`src/hdl/sysio_pkg.sv`:
```
`default_nettype none

package sysio_pkg;

  // ------------------------------
  // Bus and port widths
  // ------------------------------
  localparam int ADDR_W   = 32;                 // AHB address
  localparam int DATA_W   = 32;                 // AHB data
  localparam int GPIO_W   = 16;                 // Pins per port
  localparam int OFFSET_W = 12;                 // 4 KB peripheral page
  localparam int PAGE_W   = ADDR_W - OFFSET_W;  // Page number

  localparam logic [3:0] REGION_TOP = 4'h4;     // Region is 0x4xxx_xxxx

  // One address word, seen whole or split into page and offset
  typedef union packed {
    logic [ADDR_W-1:0] raw;                     // Whole word
    struct packed {
      logic [PAGE_W-1:0]   page;                // Selects the peripheral
      logic [OFFSET_W-1:0] offset;              // Register inside the page
    } f;
  } sysio_addr_u;

  // ------------------------------
  // GPIO register map
  // ------------------------------
  localparam logic [OFFSET_W-1:0] GPIO_DATA     = 12'h000; // Synced inputs
  localparam logic [OFFSET_W-1:0] GPIO_DATAOUT  = 12'h004; // Output value
  localparam logic [OFFSET_W-1:0] GPIO_OUTENSET = 12'h010; // Enable set
  localparam logic [OFFSET_W-1:0] GPIO_OUTENCLR = 12'h014; // Enable clear
  localparam logic [OFFSET_W-1:0] GPIO_ALTFSET  = 12'h018; // Alt func set
  localparam logic [OFFSET_W-1:0] GPIO_ALTFCLR  = 12'h01C; // Alt func clear

  // ------------------------------
  // System controller register map
  // ------------------------------
  localparam logic [OFFSET_W-1:0] SYSCTRL_REMAP   = 12'h000; // Boot remap
  localparam logic [OFFSET_W-1:0] SYSCTRL_PMUCTRL = 12'h004; // PMU enable
  localparam logic [OFFSET_W-1:0] SYSCTRL_RESETOP = 12'h008; // Reset on lockup
  localparam logic [OFFSET_W-1:0] SYSCTRL_RSTINFO = 12'h010; // Reset cause, W1C

  // Bit positions in the one-hot target select
  localparam int TGT_GPIO0   = 0;
  localparam int TGT_GPIO1   = 1;
  localparam int TGT_SYSCTRL = 2;
  localparam int TGT_DEFAULT = 3;
  localparam int NUM_TGT     = 4;

endpackage

`default_nettype wire

```
`src/hdl/sysio_addr_decode.sv`:
```
`timescale 1ns/1ns
`default_nettype none

module sysio_addr_decode #(
  parameter logic [sysio_pkg::ADDR_W-1:0] BASE_GPIO0   = 32'h4001_0000,
  parameter logic [sysio_pkg::ADDR_W-1:0] BASE_GPIO1   = 32'h4001_1000,
  parameter logic [sysio_pkg::ADDR_W-1:0] BASE_SYSCTRL = 32'h4001_F000
) (
  input  wire                            hsel,   // Region select
  input  wire  sysio_pkg::sysio_addr_u   haddr,  // Address phase
  output logic [sysio_pkg::NUM_TGT-1:0]  sel     // One-hot target
);

  // Base pages, offset bits dropped
  localparam logic [sysio_pkg::PAGE_W-1:0] PAGE_GPIO0 =
    BASE_GPIO0[sysio_pkg::ADDR_W-1:sysio_pkg::OFFSET_W];
  localparam logic [sysio_pkg::PAGE_W-1:0] PAGE_GPIO1 =
    BASE_GPIO1[sysio_pkg::ADDR_W-1:sysio_pkg::OFFSET_W];
  localparam logic [sysio_pkg::PAGE_W-1:0] PAGE_SYSCTRL =
    BASE_SYSCTRL[sysio_pkg::ADDR_W-1:sysio_pkg::OFFSET_W];

  logic in_region;    // Top nibble matches
  logic hit_gpio0;
  logic hit_gpio1;
  logic hit_sysctrl;
  logic hit_any;      // Some mapped page

  assign in_region   = (haddr.raw[sysio_pkg::ADDR_W-1 -: 4] == sysio_pkg::REGION_TOP);
  assign hit_gpio0   = in_region && (haddr.f.page == PAGE_GPIO0);
  assign hit_gpio1   = in_region && (haddr.f.page == PAGE_GPIO1);
  assign hit_sysctrl = in_region && (haddr.f.page == PAGE_SYSCTRL);
  assign hit_any     = hit_gpio0 || hit_gpio1 || hit_sysctrl;

  always_comb begin
    sel[sysio_pkg::TGT_GPIO0]   = hsel && hit_gpio0;
    sel[sysio_pkg::TGT_GPIO1]   = hsel && hit_gpio1;
    sel[sysio_pkg::TGT_SYSCTRL] = hsel && hit_sysctrl;
    sel[sysio_pkg::TGT_DEFAULT] = hsel && !hit_any;  // Everything unmapped

    // Overlapping base parameters would show up here
    assert ($onehot0(sel) && (hsel || (sel == '0)))
      else $error("sysio_addr_decode: sel %b not one-hot with hsel %b", sel, hsel);
  end

endmodule

`default_nettype wire

```
`src/hdl/sysio_default_slave.sv`:
```
`timescale 1ns/1ns
`default_nettype none

module sysio_default_slave (
  input  wire        hclk,
  input  wire        rst,
  input  wire        sel,      // Unmapped address
  input  wire        hready,
  input  wire  [1:0] htrans,
  output logic       ready,
  output logic       resp      // High is ERROR
);

  logic trans_req;             // NONSEQ or SEQ accepted

  assign trans_req = sel && hready && htrans[1];

  // {ready, resp}: 10 idle, 01 first ERROR cycle, 11 second ERROR cycle
  always_ff @(posedge hclk) begin
    if (rst) begin
      ready <= 1'b1;
      resp  <= 1'b0;
    end else if (trans_req) begin
      ready <= 1'b0;           // Wait cycle with ERROR
      resp  <= 1'b1;
    end else if (!ready) begin
      ready <= 1'b1;           // Complete the ERROR
      resp  <= 1'b1;
    end else begin
      ready <= 1'b1;
      resp  <= 1'b0;           // IDLE and BUSY get OKAY
    end
  end

  // Two-cycle ERROR shape of AHB-Lite
  assert property (@(posedge hclk) disable iff (rst)
    !ready |-> resp ##1 (ready && resp))
    else $error("sysio_default_slave: ERROR response not two cycles");

endmodule

`default_nettype wire

```
`src/hdl/sysio_gpio.sv`:
```
`timescale 1ns/1ns
`default_nettype none

module sysio_gpio #(
  parameter logic [sysio_pkg::GPIO_W-1:0] ALT_FUNC_MASK = '0  // Pins with a mux
) (
  input  wire                            hclk,
  input  wire                            rst,
  input  wire                            sel,          // From decoder
  input  wire                            hready,
  input  wire  [1:0]                     htrans,
  input  wire                            hwrite,
  input  wire  sysio_pkg::sysio_addr_u   haddr,
  input  wire  [sysio_pkg::DATA_W-1:0]   hwdata,
  output logic                           ready,
  output logic                           resp,
  output logic [sysio_pkg::DATA_W-1:0]   rdata,
  input  wire  [sysio_pkg::GPIO_W-1:0]   port_in,      // Asynchronous pins
  output logic [sysio_pkg::GPIO_W-1:0]   port_out,
  output logic [sysio_pkg::GPIO_W-1:0]   port_outen,
  output logic [sysio_pkg::GPIO_W-1:0]   port_altfunc
);

  logic                             accept;   // Address phase taken
  logic                             wr_q;     // Write pending in data phase
  logic [sysio_pkg::OFFSET_W-1:0]   addr_q;   // Register offset
  logic [sysio_pkg::GPIO_W-1:0]     wdata;    // Low half of hwdata
  logic [sysio_pkg::GPIO_W-1:0]     in_meta;  // First sync stage
  logic [sysio_pkg::GPIO_W-1:0]     in_sync;  // Second sync stage

  assign accept = sel && hready && htrans[1];
  assign wdata  = hwdata[sysio_pkg::GPIO_W-1:0];

  // ------------------------------
  // Address phase
  // ------------------------------
  always_ff @(posedge hclk) begin
    if (rst) begin
      wr_q <= 1'b0;
    end else if (hready) begin
      wr_q <= accept && hwrite;   // Cleared by any other transfer
    end
  end

  always_ff @(posedge hclk) begin
    if (accept) begin
      addr_q <= haddr.f.offset;   // Reads use it too
    end
  end

  // ------------------------------
  // Data phase register writes
  // ------------------------------
  always_ff @(posedge hclk) begin
    if (rst) begin
      port_out     <= '0;
      port_outen   <= '0;
      port_altfunc <= '0;
    end else if (wr_q && hready) begin
      case (addr_q)
        sysio_pkg::GPIO_DATAOUT:  port_out     <= wdata;
        sysio_pkg::GPIO_OUTENSET: port_outen   <= port_outen | wdata;
        sysio_pkg::GPIO_OUTENCLR: port_outen   <= port_outen & ~wdata;
        sysio_pkg::GPIO_ALTFSET:  port_altfunc <= port_altfunc | (wdata & ALT_FUNC_MASK);
        sysio_pkg::GPIO_ALTFCLR:  port_altfunc <= port_altfunc & ~wdata;
        default: ;                // Read-only or unused
      endcase
    end
  end

  // Two-flop input synchronizer
  always_ff @(posedge hclk) begin
    if (rst) begin
      in_meta <= '0;
      in_sync <= '0;
    end else begin
      in_meta <= port_in;
      in_sync <= in_meta;
    end
  end

  always_comb begin
    rdata = '0;                   // Unused offsets read zero
    case (addr_q)
      sysio_pkg::GPIO_DATA:     rdata[sysio_pkg::GPIO_W-1:0] = in_sync;
      sysio_pkg::GPIO_DATAOUT:  rdata[sysio_pkg::GPIO_W-1:0] = port_out;
      sysio_pkg::GPIO_OUTENSET,
      sysio_pkg::GPIO_OUTENCLR: rdata[sysio_pkg::GPIO_W-1:0] = port_outen;
      sysio_pkg::GPIO_ALTFSET,
      sysio_pkg::GPIO_ALTFCLR:  rdata[sysio_pkg::GPIO_W-1:0] = port_altfunc;
      default: ;
    endcase
  end

  assign ready = 1'b1;            // Zero wait states
  assign resp  = 1'b0;            // Always OKAY

endmodule

`default_nettype wire

```
`src/hdl/sysio_region.sv`:
```
`timescale 1ns/1ns
`default_nettype none

module sysio_region #(
  parameter logic [sysio_pkg::ADDR_W-1:0] BASE_GPIO0       = 32'h4001_0000,
  parameter logic [sysio_pkg::ADDR_W-1:0] BASE_GPIO1       = 32'h4001_1000,
  parameter logic [sysio_pkg::ADDR_W-1:0] BASE_SYSCTRL     = 32'h4001_F000,
  parameter logic [sysio_pkg::GPIO_W-1:0] P0_ALT_FUNC_MASK = 16'h0000,  // No pin mux
  parameter logic [sysio_pkg::GPIO_W-1:0] P1_ALT_FUNC_MASK = 16'h002A   // Pins 1, 3, 5
) (
  input  wire                           hclk,
  input  wire                           rst,
  input  wire                           hsel,
  input  wire  sysio_pkg::sysio_addr_u  haddr,
  input  wire  [1:0]                    htrans,
  input  wire                           hwrite,
  input  wire  [sysio_pkg::DATA_W-1:0]  hwdata,
  input  wire                           hready,
  output wire  [sysio_pkg::DATA_W-1:0]  hrdata,
  output wire                           hresp,
  output wire                           hreadyout,
  input  wire  [sysio_pkg::GPIO_W-1:0]  p0_in,
  output wire  [sysio_pkg::GPIO_W-1:0]  p0_out,
  output wire  [sysio_pkg::GPIO_W-1:0]  p0_outen,
  output wire  [sysio_pkg::GPIO_W-1:0]  p0_altfunc,
  input  wire  [sysio_pkg::GPIO_W-1:0]  p1_in,
  output wire  [sysio_pkg::GPIO_W-1:0]  p1_out,
  output wire  [sysio_pkg::GPIO_W-1:0]  p1_outen,
  output wire  [sysio_pkg::GPIO_W-1:0]  p1_altfunc,
  input  wire                           sys_reset_req,
  input  wire                           lockup,
  output wire                           remap_ctrl,
  output wire                           pmu_enable,
  output wire                           lockup_reset
);

  wire [sysio_pkg::NUM_TGT-1:0] sel;         // One-hot target select
  wire                          gpio0_ready, gpio1_ready, sysctrl_ready, def_ready;
  wire                          gpio0_resp, gpio1_resp, sysctrl_resp, def_resp;
  wire [sysio_pkg::DATA_W-1:0]  gpio0_rdata, gpio1_rdata, sysctrl_rdata;

  sysio_addr_decode #(
    .BASE_GPIO0   (BASE_GPIO0),
    .BASE_GPIO1   (BASE_GPIO1),
    .BASE_SYSCTRL (BASE_SYSCTRL)
  ) u_addr_decode (
    .hsel  (hsel),
    .haddr (haddr),
    .sel   (sel)
  );

  // ------------------------------
  // Targets
  // ------------------------------
  sysio_gpio #(.ALT_FUNC_MASK(P0_ALT_FUNC_MASK)) u_gpio0 (
    .hclk (hclk), .rst (rst), .sel (sel[sysio_pkg::TGT_GPIO0]),
    .hready (hready), .htrans (htrans), .hwrite (hwrite), .haddr (haddr),
    .hwdata (hwdata), .ready (gpio0_ready), .resp (gpio0_resp), .rdata (gpio0_rdata),
    .port_in (p0_in), .port_out (p0_out), .port_outen (p0_outen),
    .port_altfunc (p0_altfunc)
  );

  sysio_gpio #(.ALT_FUNC_MASK(P1_ALT_FUNC_MASK)) u_gpio1 (
    .hclk (hclk), .rst (rst), .sel (sel[sysio_pkg::TGT_GPIO1]),
    .hready (hready), .htrans (htrans), .hwrite (hwrite), .haddr (haddr),
    .hwdata (hwdata), .ready (gpio1_ready), .resp (gpio1_resp), .rdata (gpio1_rdata),
    .port_in (p1_in), .port_out (p1_out), .port_outen (p1_outen),
    .port_altfunc (p1_altfunc)
  );

  sysio_sysctrl u_sysctrl (
    .hclk (hclk), .rst (rst), .sel (sel[sysio_pkg::TGT_SYSCTRL]),
    .hready (hready), .htrans (htrans), .hwrite (hwrite), .haddr (haddr),
    .hwdata (hwdata), .ready (sysctrl_ready), .resp (sysctrl_resp),
    .rdata (sysctrl_rdata), .sys_reset_req (sys_reset_req), .lockup (lockup),
    .remap (remap_ctrl), .pmu_enable (pmu_enable), .lockup_reset (lockup_reset)
  );

  sysio_default_slave u_default_slave (
    .hclk (hclk), .rst (rst), .sel (sel[sysio_pkg::TGT_DEFAULT]),
    .hready (hready), .htrans (htrans), .ready (def_ready), .resp (def_resp)
  );

  sysio_resp_mux u_resp_mux (
    .hclk (hclk), .rst (rst), .sel (sel), .hready (hready),
    .gpio0_ready (gpio0_ready), .gpio0_resp (gpio0_resp), .gpio0_rdata (gpio0_rdata),
    .gpio1_ready (gpio1_ready), .gpio1_resp (gpio1_resp), .gpio1_rdata (gpio1_rdata),
    .sysctrl_ready (sysctrl_ready), .sysctrl_resp (sysctrl_resp),
    .sysctrl_rdata (sysctrl_rdata), .def_ready (def_ready), .def_resp (def_resp),
    .hreadyout (hreadyout), .hresp (hresp), .hrdata (hrdata)
  );

endmodule

`default_nettype wire

```
`src/hdl/sysio_resp_mux.sv`:
```
`timescale 1ns/1ns
`default_nettype none

module sysio_resp_mux (
  input  wire                            hclk,
  input  wire                            rst,
  input  wire  [sysio_pkg::NUM_TGT-1:0]  sel,           // Address-phase select
  input  wire                            hready,
  input  wire                            gpio0_ready,
  input  wire                            gpio0_resp,
  input  wire  [sysio_pkg::DATA_W-1:0]   gpio0_rdata,
  input  wire                            gpio1_ready,
  input  wire                            gpio1_resp,
  input  wire  [sysio_pkg::DATA_W-1:0]   gpio1_rdata,
  input  wire                            sysctrl_ready,
  input  wire                            sysctrl_resp,
  input  wire  [sysio_pkg::DATA_W-1:0]   sysctrl_rdata,
  input  wire                            def_ready,
  input  wire                            def_resp,
  output logic                           hreadyout,
  output logic                           hresp,
  output logic [sysio_pkg::DATA_W-1:0]   hrdata
);

  logic [sysio_pkg::NUM_TGT-1:0] owner_q;  // Data-phase target

  always_ff @(posedge hclk) begin
    if (rst) begin
      owner_q <= '0;
    end else if (hready) begin
      owner_q <= sel;                      // Held through waits
    end
  end

  always_comb begin
    hreadyout = 1'b1;                      // No owner, OKAY
    hresp     = 1'b0;
    hrdata    = '0;
    if (owner_q[sysio_pkg::TGT_GPIO0]) begin
      hreadyout = gpio0_ready;
      hresp     = gpio0_resp;
      hrdata    = gpio0_rdata;
    end else if (owner_q[sysio_pkg::TGT_GPIO1]) begin
      hreadyout = gpio1_ready;
      hresp     = gpio1_resp;
      hrdata    = gpio1_rdata;
    end else if (owner_q[sysio_pkg::TGT_SYSCTRL]) begin
      hreadyout = sysctrl_ready;
      hresp     = sysctrl_resp;
      hrdata    = sysctrl_rdata;
    end else if (owner_q[sysio_pkg::TGT_DEFAULT]) begin
      hreadyout = def_ready;
      hresp     = def_resp;                // No read data
    end
  end

  // Relies on the decoder select staying one-hot
  assert property (@(posedge hclk) disable iff (rst) $onehot0(owner_q))
    else $error("sysio_resp_mux: owner %b not one-hot", owner_q);

endmodule

`default_nettype wire

```
`src/hdl/sysio_sysctrl.sv`:
```
`timescale 1ns/1ns
`default_nettype none

module sysio_sysctrl (
  input  wire                            hclk,
  input  wire                            rst,
  input  wire                            sel,
  input  wire                            hready,
  input  wire  [1:0]                     htrans,
  input  wire                            hwrite,
  input  wire  sysio_pkg::sysio_addr_u   haddr,
  input  wire  [sysio_pkg::DATA_W-1:0]   hwdata,
  output logic                           ready,
  output logic                           resp,
  output logic [sysio_pkg::DATA_W-1:0]   rdata,
  input  wire                            sys_reset_req,  // CPU reset request
  input  wire                            lockup,         // CPU locked up
  output logic                           remap,
  output logic                           pmu_enable,
  output logic                           lockup_reset
);

  logic                             accept;
  logic                             wr_q;         // Write pending
  logic [sysio_pkg::OFFSET_W-1:0]   addr_q;
  logic                             wr_en;        // Write lands this cycle
  logic [1:0]                       rstinfo;      // {lockup, sysresetreq}
  logic [1:0]                       rstinfo_clr;  // W1C mask

  assign accept = sel && hready && htrans[1];
  assign wr_en  = wr_q && hready;

  always_ff @(posedge hclk) begin
    if (rst) begin
      wr_q <= 1'b0;
    end else if (hready) begin
      wr_q <= accept && hwrite;
    end
  end

  always_ff @(posedge hclk) begin
    if (accept) begin
      addr_q <= haddr.f.offset;
    end
  end

  // ------------------------------
  // Control bits
  // ------------------------------
  always_ff @(posedge hclk) begin
    if (rst) begin
      remap        <= 1'b0;
      pmu_enable   <= 1'b0;
      lockup_reset <= 1'b0;
    end else if (wr_en) begin
      case (addr_q)
        sysio_pkg::SYSCTRL_REMAP:   remap        <= hwdata[0];
        sysio_pkg::SYSCTRL_PMUCTRL: pmu_enable   <= hwdata[0];
        sysio_pkg::SYSCTRL_RESETOP: lockup_reset <= hwdata[0];
        default: ;
      endcase
    end
  end

  // New events win over a clear in the same cycle
  assign rstinfo_clr = (wr_en && (addr_q == sysio_pkg::SYSCTRL_RSTINFO)) ? hwdata[1:0] : 2'b00;

  always_ff @(posedge hclk) begin
    if (rst) begin
      rstinfo <= 2'b00;
    end else begin
      rstinfo <= (rstinfo & ~rstinfo_clr) | {lockup, sys_reset_req};  // Sticky
    end
  end

  always_comb begin
    rdata = '0;
    case (addr_q)
      sysio_pkg::SYSCTRL_REMAP:   rdata[0]   = remap;
      sysio_pkg::SYSCTRL_PMUCTRL: rdata[0]   = pmu_enable;
      sysio_pkg::SYSCTRL_RESETOP: rdata[0]   = lockup_reset;
      sysio_pkg::SYSCTRL_RSTINFO: rdata[1:0] = rstinfo;
      default: ;                  // Reads as zero
    endcase
  end

  assign ready = 1'b1;
  assign resp  = 1'b0;

endmodule

`default_nettype wire

```
`config.mk`:
```
export PLATFORM = sky130hd
export DESIGN_NAME = sysio_region
export DESIGN_NICKNAME = d
export VERILOG_FILES = /design/src/hdl/sysio_pkg.sv /design/src/hdl/sysio_addr_decode.sv /design/src/hdl/sysio_default_slave.sv /design/src/hdl/sysio_gpio.sv /design/src/hdl/sysio_region.sv /design/src/hdl/sysio_resp_mux.sv /design/src/hdl/sysio_sysctrl.sv
export SDC_FILE = /design/constraint.sdc
export NUM_CORES = 1
export LEC_CHECK = 0
export BUFFER_PORTS_ARGS = -buffer_cell sky130_fd_sc_hd__clkbuf_2
export CAP_MARGIN = 5
export CORE_MARGIN = 2
export CORE_UTILIZATION = 55
export CTS_CLUSTER_SIZE = 8
export DETAILED_ROUTE_END_ITERATION = 6
export GPL_TIMING_DRIVEN = 0
export PLACE_DENSITY = 0.84
export SETUP_SLACK_MARGIN = 0.1
export SLEW_MARGIN = 25
export SYNTH_ARGS = -nofsm -noshare
export SYNTH_HDL_FRONTEND = slang
export SYNTH_SLANG_ARGS = --single-unit
```
`constraint.sdc`:
```
create_clock -name hclk -period 9.1 [get_ports hclk]
set_input_delay 2.73 -clock hclk [delete_from_list [all_inputs] [get_ports hclk]]
set_output_delay 2.73 -clock hclk [all_outputs]
set_load 0.02 [all_outputs]
```
==> results.cfg <==
[outcome]
outcome = completed

[floorplan]
start_util_pct = 56.1
std_cell_rows = 45
core-area_sq_um = 15100
die_area_sq_um = 16400
ioPinCount = 238
die_w_um = 128
fp.dieH_um = 128

[pwr]
pwr-share-clk_pct = 47.8
p_leak_uw = 0.00420
power.switching_uw = 429
vdd_drop_max_v = 0.000139
switching_share_pct = 21.3
comb_power_share_pct = 4.2
pwr-share-seq_pct = 48.1
internal_power_uw = 1580
powerDensity_nw_per_um2 = 190

[clocking]
clk_path_buf_depth = 3
clockRootBuffer = clkbuf_16
htree_levels = 1
cts_resized = 0
hold_buffers = 0
cts_buffers = 30
clkSinkCount = 210
cts_tree = done
clk_latency_ns = 0.54
clkTransAtPathRegs_ns = 0.05
post-cts-setup-buffers = 0

[yosys]
ys.flop_type = dfxtp_1
synth-seq-area-share_pct = 53.7
syn_area_per_cell_sq_um = 10.0
ys_seq_elements = 210
synth_edf_count = 36
synth-warning-count = 0
yosysUniqueCellTypes = 51
synth_common_cells = dfxtp_1, nand2_1, a21oi_1
synth_area_leaders = dfxtp_1, edfxtp_1, a21oi_1, nor2b_1, mux2i_1
mappedNetlistArea_sq_um = 8490
async_reset_ff_share_pct = 0
synth_top_cell_by_area = dfxtp_1
synth_top_cell_area_share_pct = 41.0
synth.most_common_cell = dfxtp_1
synthCells = 847

[routing]
routed_wl_mm = 24.6
viasPerCell = 5.73
drc_errors = 0
drt_iter0_drc = 741
routedWlPerCell_um = 19.2
num_vias = 7334
ant_nets = 0
first_pass_iters = 6

[finish]
syn_to_final_growth_pct = 24.4
fillers = 1119
antenna_cells = 0
nets = 1192
fin_util_pct = 69.7
final_layout_size_suffix_gt1_share_pct = 27.0

[critical_path]
rrSetupSlack_ns = 6.85
end_kind = output pin
timing.rr.end = u_gpio1.port_out[11]
cp-endpoint = hrdata[5]
reg2reg_depth = 5
cp.arrival_ns = 2.77
worstPathMaxFanout = 10
startpoint = u_gpio1.addr_q[11]
worstSetupPathType = reg2out
start_kind = flip-flop
cp.required_ns = 6.37
worstReg2RegStart = u_gpio1.addr_q[11]

[global_routing]
grt_max_degree = 16
overflow = 0
antenna_found_initial = 0
grtUsageTotal_pct = 29.3
grt_pass1_wl_mm = 37.6
grt_pass1_vias = 7025

[sta]
post-route-min-period_ns = 5.50
slew_violations = 0
fmax_mhz = 182
finalSetupViolations = 0
finClkSkew_ns = 0.0166
tightest_slew_ns = 0.672
hold-worst-slack_ns = 0.432
finalHoldViolations = 0
rsz0062_at_grt = no
period_share_pct = 60.4
tns_ns = 0
max-slew-margin-rel_pct = 55.2

[job]
maxCapViolCount = 0

[placed_design]
hpwlAfterDp_mm = 18.4
globalplace.congestion = 0.900
io_buffers = 191

[min_path]
min_path_type = reg2reg
-- critical path, stage by stage, from the launching register on --
cell,delay (ns)
edfxtp_1,0.40
nor4_4,0.63
and3_1,0.32
o2111ai_2,0.22
buf_2,0.25
o22ai_1,0.20
clkbuf_2,0.21
-- placed cells by master (no fill, tap or decap), types with 8 or more instances in the layout --
master	count
inv_1	11
mux2i_1	40
nor2b_1	68
dfxtp_1	174
a21oi_1	86
clkbuf_2	193
clkbuf_16	30
edfxtp_1	36
nor4b_1	12
nand2_1	98
a211oi_1	16
buf_6	8
nand2b_1	36
conb_1	16
nand4_1	14
clkbuf_1	43
a22oi_1	29
buf_4	23
buf_2	14
nor2_1	16
o21ai_0	30
o22ai_1	15
-- kinds of logic after synthesis --
| family | Yosys count | synth area share [%] |
|---|---|---|
| simple gates | 288 | 18.9 |
| compound gates | 211 | 16.0 |
| flops | 210 | 53.7 |
| buf+inv | 95 | 6.26 |
| mux | 42 | 4.98 |
| other cells | 1 | 0.0442 |
-- power by group through the flow --
| stage | Sequential (uW) | Combinational [uW] | Clock (uW) |
|---|---|---|---|
| finish | 966 | 83.6 | 960 |
| global route | 966 | 90.4 | 1000 |
| CTS | 966 | 82.7 | 963 |
| floorplan | 981 | 48.1 | 0 |
| global placement | 983 | 80.5 | 0 |
| detailed placement | 984 | 82.3 | 0 |
-- how the worst min path moves through the flow --
stage / to / cells after the start / slack (ns) / from
6_report: u_gpio0.in_sync[4] / 1 / 0.43 / u_gpio0.in_meta[4]
3_3_place_gp: u_gpio0.in_sync[14] / 1 / 0.42 / u_gpio0.in_meta[14]
3_5_place_dp: u_gpio1.in_sync[1] / 1 / 0.42 / u_gpio1.in_meta[1]
2_1_floorplan: u_gpio0.in_sync[0] / 1 / 0.41 / u_gpio0.in_meta[0]
5_1_grt: u_gpio1.in_sync[4] / 1 / 0.45 / u_gpio1.in_meta[4]
4_1_cts: u_gpio1.in_sync[4] / 1 / 0.43 / u_gpio1.in_meta[4]
-- per-layer routing --
metal | up-vias | wire length, um | global-route usage [%]
met5 | - | 0 | 0
met4 | 0 | 765 | 10.0
met3 | 56 | 2540 | 5.22
met2 | 463 | 11100 | 46.7
met1 | 3353 | 10200 | 40.5
li1 | 3462 | - | -
-- cell type report --
cell class | count | area, sq um | area share [%]
Sequential cell | 210 | 4560 | 43.2
Multi-Input combinational cell | 557 | 3460 | 32.8
Timing Repair Buffer | 193 | 971 | 9.19
Clock buffer | 36 | 773 | 7.32
Buffer | 84 | 490 | 4.64
Tap cell | 188 | 235 | 2.23
Inverter | 11 | 41.3 | 0.391
Clock inverter | 2 | 25.0 | 0.237
-- through the flow --
step | std cells | power [uW] | cell area [sq um] | setup slack (ns)
after floorplan | 862 | 1030 | 8550 | 4.32
after global placement | 1241 | 1060 | 9740 | 3.70
after detailed placement | 1243 | 1070 | 9760 | 4.22
after CTS | 1281 | 2010 | 10600 | 3.67
after global routing | 1281 | 2060 | 10600 | 3.49
final | 1281 | 2010 | 10600 | 3.60
Power figures use the tool's default switching activity.
